==> config.mk <==
export PLATFORM = sky130hd
export DESIGN_NAME = mul_unit
export DESIGN_NICKNAME = d
export VERILOG_FILES = /design/src/hdl/rv_mul_pkg.sv /design/src/hdl/mul_seq_if.sv /design/src/hdl/mul_sequencer.sv /design/src/hdl/mul_step_counter.sv /design/src/hdl/mul_operand_prep.sv /design/src/hdl/mul_shift_add.sv /design/src/hdl/mul_result_select.sv /design/src/hdl/mul_unit.sv
export VERILOG_INCLUDE_DIRS = /design/src /design/src/hdl
export SDC_FILE = /design/constraint.sdc
export NUM_CORES = 1
export LEC_CHECK = 0
export ABC_AREA = 1
export BUFFER_PORTS_ARGS = -buffer_cell sky130_fd_sc_hd__buf_2
export CAP_MARGIN = 40
export CORE_MARGIN = 2
export CORE_UTILIZATION = 38
export CTS_CLUSTER_DIAMETER = 80
export CTS_CLUSTER_SIZE = 28
export DETAILED_ROUTE_END_ITERATION = 8
export HOLD_SLACK_MARGIN = 0.08
export SKIP_CTS_REPAIR_TIMING = 1
export SLEW_MARGIN = 5
export SYNTH_ARGS = -nofsm -noshare
export SYNTH_HDL_FRONTEND = slang
export SYNTH_SLANG_ARGS = --single-unit
==> constraint.sdc <==
create_clock -name clk -period 1.85 [get_ports clk]
set_input_delay 0.37 -clock clk [delete_from_list [all_inputs] [get_ports clk]]
set_output_delay 0.37 -clock clk [all_outputs]
set_load 0.01 [all_outputs]
==> src/hdl/rv_mul_config.svh <==
// ----------------------------------------
// Multiplier configuration
// Operand width and step counter width
// ----------------------------------------
`ifndef RV_MUL_CONFIG_SVH
`define RV_MUL_CONFIG_SVH

// Operand and result width of 32 or 64
`define XLEN 32

// Wide enough to count up to 64 steps
`define MUL_CNT_W 7

`endif

==> src/hdl/rv_mul_pkg.sv <==
// ----------------------------------------
// Multiplier package
// Data widths, operation codes and FSM states
// ----------------------------------------
`include "rv_mul_config.svh"

package rv_mul_pkg;

  typedef logic [`XLEN-1:0]      xlen_t;
  typedef logic [2*`XLEN-1:0]    dword_t;
  typedef logic [`MUL_CNT_W-1:0] step_cnt_t;

  // Same encoding as funct3 of the M extension
  typedef enum logic [1:0] {
    MUL_LO  = 2'b00,
    MULH_SS = 2'b01,
    MULH_SU = 2'b10,
    MULH_UU = 2'b11
  } mul_op_t;

  typedef enum logic [1:0] {
    S_IDLE    = 2'b00,
    S_COMPUTE = 2'b01,
    S_DONE    = 2'b10
  } mul_state_t;

endpackage

==> src/hdl/mul_seq_if.sv <==
// ----------------------------------------
// Sequencing strobes of the multiplier
// ----------------------------------------
`timescale 1ns/1ps

interface mul_seq_if;

  logic load;
  logic step;
  logic last;
  logic finish;

  modport sequencer (output load, output step, output finish, input last);

  modport counter (input load, input step, output last);

  modport datapath (input load, input step);

  modport result (input load, input finish);

endinterface

==> src/hdl/mul_sequencer.sv <==
// ----------------------------------------
// Multiplier sequencer
// IDLE/COMPUTE/DONE FSM, strobes and busy
// ----------------------------------------
`timescale 1ns/1ps

module mul_sequencer (
  input  logic       clk,
  input  logic       reset_n,
  input  logic       start,
  output logic       busy,
  mul_seq_if.sequencer seq
);

  import rv_mul_pkg::*;

  mul_state_t state;
  mul_state_t state_next;

  always_ff @(posedge clk or negedge reset_n) begin
    if (!reset_n) begin
      state <= S_IDLE;
    end else begin
      state <= state_next;
    end
  end

  always_comb begin
    state_next = state;
    case (state)
      S_IDLE: begin
        if (start) state_next = S_COMPUTE;
      end
      // Counter tells us when the final step happens
      S_COMPUTE: begin
        if (seq.last) state_next = S_DONE;
      end
      S_DONE: state_next = S_IDLE;
      default: state_next = S_IDLE;
    endcase
  end

  // Start outside IDLE never reaches load
  assign seq.load   = (state == S_IDLE) && start;
  assign seq.step   = (state == S_COMPUTE);
  assign seq.finish = (state == S_DONE);

  assign busy = (state != S_IDLE);

endmodule

==> src/hdl/mul_step_counter.sv <==
// ----------------------------------------
// Step counter
// Counts add-shift steps, flags the last
// ----------------------------------------
`timescale 1ns/1ps
`include "rv_mul_config.svh"

module mul_step_counter (
  input  logic      clk,
  input  logic      reset_n,
  mul_seq_if.counter seq
);

  import rv_mul_pkg::*;

  step_cnt_t count;

  always_ff @(posedge clk or negedge reset_n) begin
    if (!reset_n) begin
      count <= '0;
    end else if (seq.load) begin
      count <= '0;
    end else if (seq.step) begin
      count <= count + step_cnt_t'(1);
    end
  end

  // High during step number XLEN counting from one
  assign seq.last = seq.step && (count == step_cnt_t'(`XLEN - 1));

endmodule

==> src/hdl/mul_operand_prep.sv <==
// ----------------------------------------
// Operand conditioner
// Magnitudes of the operands, result sign
// ----------------------------------------
`timescale 1ns/1ps

module mul_operand_prep (
  input  rv_mul_pkg::xlen_t   operand_a,
  input  rv_mul_pkg::xlen_t   operand_b,
  input  rv_mul_pkg::mul_op_t mul_op,
  output rv_mul_pkg::xlen_t   abs_a,
  output rv_mul_pkg::xlen_t   abs_b,
  output logic                negate_result
);

  import rv_mul_pkg::*;

  logic a_signed;
  logic b_signed;
  logic negate_a;
  logic negate_b;

  // MULHSU treats a as signed and b as unsigned
  assign a_signed = (mul_op == MULH_SS) || (mul_op == MULH_SU);
  assign b_signed = (mul_op == MULH_SS);

  assign negate_a = a_signed && operand_a[$bits(xlen_t)-1];
  assign negate_b = b_signed && operand_b[$bits(xlen_t)-1];

  // The most negative value maps onto itself and stays correct as unsigned
  assign abs_a = negate_a ? (~operand_a + xlen_t'(1)) : operand_a;
  assign abs_b = negate_b ? (~operand_b + xlen_t'(1)) : operand_b;

  assign negate_result = negate_a ^ negate_b;

endmodule

==> src/hdl/mul_shift_add.sv <==
// ----------------------------------------
// Shift-add accumulator
// Unsigned product of the two magnitudes
// ----------------------------------------
`timescale 1ns/1ps

module mul_shift_add (
  input  logic               clk,
  input  logic               reset_n,
  input  rv_mul_pkg::xlen_t  abs_a,
  input  rv_mul_pkg::xlen_t  abs_b,
  mul_seq_if.datapath        seq,
  output rv_mul_pkg::dword_t product
);

  import rv_mul_pkg::*;

  dword_t acc;
  dword_t multiplicand;
  xlen_t  multiplier;

  always_ff @(posedge clk or negedge reset_n) begin
    if (!reset_n) begin
      acc          <= '0;
      multiplicand <= '0;
      multiplier   <= '0;
    end else if (seq.load) begin
      acc          <= '0;
      multiplicand <= dword_t'(abs_a);
      multiplier   <= abs_b;
    end else if (seq.step) begin
      // One partial product per step
      if (multiplier[0]) begin
        acc <= acc + multiplicand;
      end
      multiplicand <= multiplicand << 1;
      multiplier   <= multiplier >> 1;
    end
  end

  // Complete after XLEN steps
  assign product = acc;

endmodule

==> src/hdl/mul_result_select.sv <==
// ----------------------------------------
// Result selector
// Applies sign, picks half, pulses ready
// ----------------------------------------
`timescale 1ns/1ps
`include "rv_mul_config.svh"

module mul_result_select (
  input  logic                clk,
  input  logic                reset_n,
  input  rv_mul_pkg::mul_op_t mul_op,
  input  logic                negate_result,
  input  rv_mul_pkg::dword_t  product,
  mul_seq_if.result           seq,
  output rv_mul_pkg::xlen_t   result,
  output logic                ready
);

  import rv_mul_pkg::*;

  mul_op_t op_q;
  logic    negate_q;
  dword_t  signed_product;

  // Operation and sign of the current job
  always_ff @(posedge clk) begin
    if (seq.load) begin
      op_q     <= mul_op;
      negate_q <= negate_result;
    end
  end

  // Negate the whole product so the high half borrows correctly
  assign signed_product = negate_q ? (~product + dword_t'(1)) : product;

  always_ff @(posedge clk or negedge reset_n) begin
    if (!reset_n) begin
      result <= '0;
      ready  <= 1'b0;
    end else begin
      ready <= seq.finish;
      if (seq.finish) begin
        if (op_q == MUL_LO) begin
          result <= signed_product[`XLEN-1:0];
        end else begin
          result <= signed_product[2*`XLEN-1:`XLEN];
        end
      end
    end
  end

endmodule

==> src/hdl/mul_unit.sv <==
// ----------------------------------------
// Iterative multiplier, RISC-V M extension
// MUL, MULH, MULHSU and MULHU
// ----------------------------------------
`timescale 1ns/1ps

module mul_unit (
  input  logic                clk,
  input  logic                reset_n,
  input  logic                start,
  input  rv_mul_pkg::mul_op_t mul_op,
  input  rv_mul_pkg::xlen_t   operand_a,
  input  rv_mul_pkg::xlen_t   operand_b,
  output rv_mul_pkg::xlen_t   result,
  output logic                busy,
  output logic                ready
);

  import rv_mul_pkg::*;

  xlen_t  abs_a;
  xlen_t  abs_b;
  logic   negate_result;
  dword_t product;

  mul_seq_if seq_bus ();

  mul_sequencer i_sequencer (
    .clk     (clk),
    .reset_n (reset_n),
    .start   (start),
    .busy    (busy),
    .seq     (seq_bus)
  );

  mul_step_counter i_step_counter (
    .clk     (clk),
    .reset_n (reset_n),
    .seq     (seq_bus)
  );

  // Combinational, captured downstream on load
  mul_operand_prep i_operand_prep (
    .operand_a     (operand_a),
    .operand_b     (operand_b),
    .mul_op        (mul_op),
    .abs_a         (abs_a),
    .abs_b         (abs_b),
    .negate_result (negate_result)
  );

  mul_shift_add i_shift_add (
    .clk     (clk),
    .reset_n (reset_n),
    .abs_a   (abs_a),
    .abs_b   (abs_b),
    .seq     (seq_bus),
    .product (product)
  );

  mul_result_select i_result_select (
    .clk           (clk),
    .reset_n       (reset_n),
    .mul_op        (mul_op),
    .negate_result (negate_result),
    .product       (product),
    .seq           (seq_bus),
    .result        (result),
    .ready         (ready)
  );

endmodule

==> results of run 1 <==
[worst paths after layout]
path / start / to / slack [ns]
max: i_shift_add.product[0]$_DFFE_PN0P_ / i_shift_add.product[62]$_DFFE_PN0P_ / -0.27
min: mul_op[0] / i_result_select.op_q[0]$_DFFE_PP_ / 0.12
max reg2reg: i_shift_add.product[0]$_DFFE_PN0P_ / i_shift_add.product[62]$_DFFE_PN0P_ / -0.27
min reg2reg: i_result_select.result[24]$_DFFE_PN0P_ / i_result_select.result[24]$_DFFE_PN0P_ / 0.47
max in group asynchronous: reset_n / i_shift_add.multiplicand[40]$_DFFE_PN0P_ / 0.91
min in group asynchronous: reset_n / i_result_select.result[1]$_DFFE_PN0P_ / 0.28
[sequential cells by signal, summed over array words and instances (netlist names)]
name / count
i_result_select.result: 32
i_result_select.negate_q: 1
i_shift_add.multiplicand: 64
i_result_select.op_q: 2
i_result_select.ready: 1
i_shift_add.multiplier: 32
i_step_counter.count: 7
i_sequencer.state: 2
i_shift_add.product: 64
[report_power, final]
part | internal (W) | switching, W
clock | 0.00279 | 0.00261
sequential | 0.00449 | 0
combinational | 0.000234 | 0.000375
total | 0.00751 | 0.00298
[area by class of cell]
class	count	share of cell area [%]
multi-input cells	2296	50.68
flip-flops and latches	205	19.16
repair buffers	552	16.07
inverters	562	7.912
well taps	615	2.854
clock buffers	26	2.413
clock inverters	18	0.9049
[Yosys cell counts (2+ instances only)]
library cell / instances / area share (%)
nor2_1: 319 / 6.5
o21ai_0: 179 / 4.9
ha_1: 68 / 4.7
nor3_1: 25 / 0.68
xnor2_1: 10 / 0.48
buf_4: 2 / 0.082
a22oi_1: 4 / 0.16
o21bai_1: 4 / 0.16
nor2_4: 5 / 0.31
nor4_1: 5 / 0.17
o32ai_1: 2 / 0.096
buf_2: 29 / 0.79
o211ai_1: 7 / 0.29
o21ai_4: 2 / 0.18
nand4_1: 37 / 1.3
o221ai_1: 6 / 0.29
dfrtp_1: 202 / 28
a22o_1: 2 / 0.096
buf_1: 2 / 0.041
nand2_1: 1125 / 23
o21ai_1: 6 / 0.16
a21boi_0: 2 / 0.082
inv_2: 9 / 0.18
nand2_2: 13 / 0.44
nor2_2: 9 / 0.31
xor2_1: 26 / 1.2
edfxtp_1: 3 / 0.49
inv_1: 551 / 11
nor3_2: 3 / 0.16
o22ai_1: 39 / 1.3
o21ai_2: 3 / 0.14
a21oi_1: 122 / 3.3
nand3_1: 243 / 6.6
o21a_1: 2 / 0.082
clkinv_1: 2 / 0.041
clkbuf_1: 41 / 0.84
nand3_2: 3 / 0.16
or2_2: 5 / 0.17
a31oi_1: 12 / 0.41
[layer usage]
metal  global-route usage (%)  up-vias  part of all wire [%]
li1                         -    10830                     -
met1                    37.70     9877                    44
met2                    44.87      642                    46
met3                    2.489      137                   6.2
met4                    10.04        0                   4.4
met5                        0        -                     0
[metrics by stage]
step	std cells	total power (W)	hold WS (ns)	setup TNS, ns	setup WS, ns
4_1_cts	4240	0.01059	-0.3225	-23.69	-0.5179
3_3_place_gp	4196	0.005188	0.3045	-19.98	-0.4368
3_5_place_dp	4196	0.005187	0.2998	-21.30	-0.4382
6_report	4274	0.01050	0.1164	-9.977	-0.2661
2_1_floorplan	3137	0.004828	0.07441	-0.02057	-0.02057
5_1_grt	4274	0.01083	0.09601	-17.99	-0.3728
[cells by family after synthesis]
group / Yosys count / synth area share, %
XOR/XNOR: 36 / 1.724
AND/OR/NAND/NOR: 1796 / 40.24
AO/OA/AOI/OAI: 395 / 11.85
flip-flops: 205 / 28.13
buffers and inverters: 636 / 13.29
adder cells (fa/ha/maj): 69 / 4.761
==> out/results.tsv, run 1 <==
stage	metric	value	unit
status	status	complete, but fails checks	
status	violations	negative setup slack	
setup_path	crit_buf_inv	2	
clock_tree	htree_levels	1	
clock_tree	clkTransAtPathRegs	0.09	ns
setup_path	crit_top_cell	nand2_4	
setup_path	cp_num_cells	16	
final_layout	multi_input_area	13670	um^2
timing	drv_slew	0	
timing	hold_viol_final	0	
logic_synthesis	async_flop_share	98.54	%
floorplan	die-area	49910	um^2
power	pwr_density_cell	389.3	nW/um^2
place	hpwlAfterDp	55640	um
setup_path	crit_path_end_kind	register	
place	io_buffers	102	
logic_synthesis	syn-instance-count	3137	
setup_path	cp-start-kind	register	
route	ant_nets	0	
timing	fin_skew	0.03102	ns
logic_synthesis	avgSynthCellArea	5.831	um^2
clock_tree	cts_sinks	205	
global_route	antenna_found_initial	0	
route	post_drt_wl_per_cell	16.74	um
logic_synthesis	synth_cell_types	47	
place	place.gp.congestion	0.9787	
final_layout	antennaDiodeCount	0	
timing	fin_ws	-0.2661	ns
global_route	grt_pass1_vias	19860	
final_layout	final_util	56.59	%
power	p_leak	14.26	nW
logic_synthesis	synth_edf_count	3	
clock_tree	clk_path_buf_depth	3	
global_route	grt_usage	27.41	%
worst_hold_path	hold_depth	2	
final_layout	nFillCells	4583	
final_layout	layout.nets	3779	
floorplan	die_w	223.4	um
logic_synthesis	syn_area	18290	um^2
setup_path	rr_worst_depth	16	
setup_path	crit_path_top_delay_cell	dfrtp_2	
setup_path	cp_max_fo	3	
power	ir_drop	0.5564	mV
setup_path	cp.required	2.34	ns
global_route	grt_max_degree	49	
logic_synthesis	synth_flop_cell	dfrtp_1	
floorplan	io_pins	103	
floorplan	std_cell_rows	80	
final_layout	drive_above_1_share	33.34	%
timing	post-route-min-period	2.116	ns
final_layout	regArea	5167	um^2
final_layout	area_growth	47.41	%
timing	fin_crit_sh	114.4	%
final_layout	design_area	26960	um^2
floorplan	initial_core_util	38.39	%
global_route	grt_overflow	0	
timing	slew_headroom	69.02	%
setup_path	critPathMaxStageDelay	0.45	ns
clock_tree	cts_root_buffer	clkbuf_16	
logic_synthesis	synth_nets	3275	
job	drv.max_cap_violation_count	0	
setup_path	arrival	2.61	ns
timing	finalSetupViolations	78	
worst_hold_path	min_path_type	in2reg	
route	dr_total_vias	21490	
logic_synthesis	yosys_warnings	0	
setup_path	crit_path_cell_trace	ha_4 -> fa_2 -> nand3_4 -> nor2_4 -> inv_2 -> nand2_4 -> nand2_2 -> nand2_4 -> nand2_4 -> nand2_4 -> buf_6 -> nand2_4 -> nand2_2 -> nand2_2 -> nand3_2 -> nand2_1	
route	dr.pass1.iters	6	
route	wl	71540	um
place	placed_cell_area	22730	um^2
logic_synthesis	seq_area_frac_synth	28.13	%
final_layout	final_cell_mix	nand2_1 (919), inv_1 (514), buf_4 (390)	
clock_tree	cts_tree	built	
timing	max_freq	472.6	MHz
clock_tree	worstSkewPairLatency	0.58	ns
logic_synthesis	synth-seq-cells	205	
global_route	grt_pass1_wl	107700	um
route	drt_iter0_drc	1598	
route	drcViolationCount	0	
setup_path	worstSetupPathType	reg2reg	
route	routed_via_density	5.028	
clock_tree	cts_buffers	24	
setup_path	path_delay_family	simple AND/OR/NAND/NOR gates	
final_layout	final_common_cell	nand2_1	
timing	worst_slew_pin_slew	0.4598	ns
floorplan	core_area	47650	um^2
timing	rsz0062_at_grt	yes	
floorplan	die-height	223.4	um
Power figures use the tool's default switching activity.
==> inputs of run 2 (changes only) <==
- GPL_TIMING_DRIVEN: not set -> 0
==> out/results.tsv, run 2 (synthesis gave the netlist of run 1 again) <==
stage	metric	value	unit	change
status	status	complete, but fails checks		
status	violations	negative setup slack		
power	pwr_density_cell	412.6	nW/um^2	+6.0%
clock_tree	worstSkewPairLatency	0.57	ns	about the same
power	power_frac_seq	45.0	%	+2.3 points
setup_path	crit_path_top_delay_cell	dfrtp_2		
timing	max_freq	459.4	MHz	-2.8%
final_layout	final_cell_mix	nand2_1 (976), inv_1 (521), nor2_1 (224)		
setup_path	crit_path_cell_trace	ha_4 -> fa_2 -> nand3_4 -> nand3_4 -> nand2_4 -> nand2_4 -> nand2_4 -> nand3_4 -> nand2_2 -> nand2_4 -> nand2_2 -> nand2_2 -> o21ai_2		
setup_path	critPathMaxStageDelay	0.46	ns	about the same
floorplan	core_area	47650	um^2	unchanged
power	power_switching	0.002931	W	-1.8%
final_layout	regArea	5254	um^2	+1.7%
route	drt_iter0_drc	1507		-5.7%
job	drv.max_cap_violation_count	0		unchanged
floorplan	io_pins	103		unchanged
final_layout	final_common_cell	nand2_1		
setup_path	cp.required	2.33	ns	about the same
clock_tree	clkTransAtPathRegs	0.09	ns	about the same
power	internal_power	0.007044	W	-6.2%
final_layout	multi_input_area	13300	um^2	-2.7%
setup_path	arrival	2.66	ns	+0.05 ns
setup_path	worstSetupPathType	reg2reg		
timing	hold_viol_final	0		unchanged
final_layout	layout.nets	3518		-6.9%
clock_tree	cts_root_buffer	clkbuf_16		
timing	fin_skew	0.03184	ns	+0.0008159 ns
route	wl	73390	um	+2.6%
route	dr_total_vias	20920		-2.6%
global_route	grt_pass1_vias	18950		-4.6%
global_route	antenna_found_initial	0		unchanged
final_layout	area_growth	32.16	%	
clock_tree	htree_levels	1		unchanged
timing	post-route-min-period	2.177	ns	+0.06090 ns
worst_hold_path	min_path_type	in2reg		
power	ir_drop	0.5026	mV	-9.7%
clock_tree	cts_tree	built		
final_layout	antennaDiodeCount	0		unchanged
place	io_buffers	102		unchanged
final_layout	drive_above_1_share	26.77	%	-6.6 points
floorplan	die-height	223.4	um	unchanged
global_route	grt_pass1_wl	108300	um	+0.53%
global_route	grt_max_degree	105		+110%
route	routed_via_density	5.218		+3.8%
route	dr.pass1.iters	7		+1
setup_path	crit_path_end_kind	register		
clock_tree	cts_buffers	21		-13%
global_route	grt_overflow	0		unchanged
clock_tree	clk_path_buf_depth	3		unchanged
timing	fin_crit_sh	117.7	%	+3.3 points
floorplan	die-area	49910	um^2	unchanged
floorplan	die_w	223.4	um	unchanged
timing	finalSetupViolations	82		+5.1%
timing	slew_headroom	43.68	%	-25 points
setup_path	crit_top_cell	nand2_4		
timing	worst_slew_pin_slew	0.8448	ns	+0.3850 ns
power	p_total	0.009975	W	-5.0%
power	clockPowerShare	49.5	%	-2.0 points
power	sw_frac_of_total	29.39	%	+0.96 points
place	hpwlAfterDp	56780	um	+2.1%
global_route	grt_usage	28.09	%	+0.68 points
floorplan	std_cell_rows	80		unchanged
setup_path	cp-start-kind	register		
power	combPwrFrac	5.5	%	-0.3 points
route	drcViolationCount	0		unchanged
clock_tree	cts_sinks	205		unchanged
setup_path	cp_max_fo	4		+1
timing	hold_slack	0.1234	ns	+0.007020 ns
timing	fin_ws	-0.3270	ns	-0.06090 ns
timing	rsz0062_at_grt	yes		
place	place.gp.congestion	0.9857		+0.72%
route	ant_nets	0		unchanged
power	p_leak	12.55	nW	-12%
final_layout	nFillCells	4886		+6.6%
timing	drv_slew	0		unchanged
route	post_drt_wl_per_cell	18.30	um	+9.3%
floorplan	initial_core_util	38.39	%	unchanged
-- run 2: cell types whose count changed in the layout (fill, tap and decap cells not counted), sizes merged --
cell	previous run	this run
buf	551	247
clkbuf	26	65
clkinvlp	4	3
dlygate4sd3	1	3
-- run 2: worst max-delay path: cells and delay by family, from the launching register on --
kind,cells,cell delay [ns]
AO/OA/AOI/OAI,1,0.13
adder cells (fa/ha/maj),2,0.60
flip-flops,1,0.46
AND/OR/NAND/NOR,10,0.90
-- run 2: worst paths after layout --
kind	cells after the start	slack, ns	startpoint	endpoint
worst min register to register	2	0.48	i_result_select.result[28]$_DFFE_PN0P_	i_result_select.result[28]$_DFFE_PN0P_
min in group asynchronous	2	0.39	reset_n	i_result_select.result[2]$_DFFE_PN0P_
worst max register to register	13	-0.33	i_shift_add.multiplicand[0]$_DFFE_PN0P_	i_shift_add.product[40]$_DFFE_PN0P_
max in group asynchronous	3	0.31	reset_n	i_shift_add.product[43]$_DFFE_PN0P_
worst max-delay path	13	-0.33	i_shift_add.multiplicand[0]$_DFFE_PN0P_	i_shift_add.product[40]$_DFFE_PN0P_
worst min-delay path	4	0.12	operand_b[22]	i_shift_add.multiplier[22]$_DFFE_PN0P_
-- run 2: through the flow --
stage,setup slack (ns),std cells,area (um^2),setup TNS (ns),util [%]
3_3_place_gp,-3.279,3854,19620,-719.93,41.19
3_5_place_dp,-0.6554,3855,19660,-63.78,41.27
4_1_cts,-0.6995,3893,20460,-65.68,42.94
6_report,-0.3270,4010,24170,-14.18,50.74
5_1_grt,-0.4170,4010,24170,-20.97,50.74
2_1_floorplan,-0.02057,3137,18340,-0.02057,-
-- run 2: area by class of cell --
cell class              count  share of cell area, %
multi-input cells        2296                  55.01
flip-flops and latches    205                  21.73
inverters                 562                  8.825
repair buffers            220                  6.299
well taps                 615                  3.183
clock buffers              21                  2.174
plain buffers              74                  1.656
clock inverters            17                  1.123
-- run 2: layer usage --
layer / track usage, % / share of wire, %
met1: 37.56 / 43
met2: 46.49 / 47
met3: 2.924 / 6.4
met4: 11.40 / 4.6
met5: 0 / 0
-- run 2: power by group through the flow --
stage	clock [W]	combinational (W)	sequential, W
detailed placement	0	0.000542	0.00458
global route	0.00519	0.000619	0.00449
global placement	0	0.000533	0.00458
finish	0.00494	0.000549	0.00448
CTS	0.00503	0.000544	0.00449
floorplan	0	0.000251	0.00458
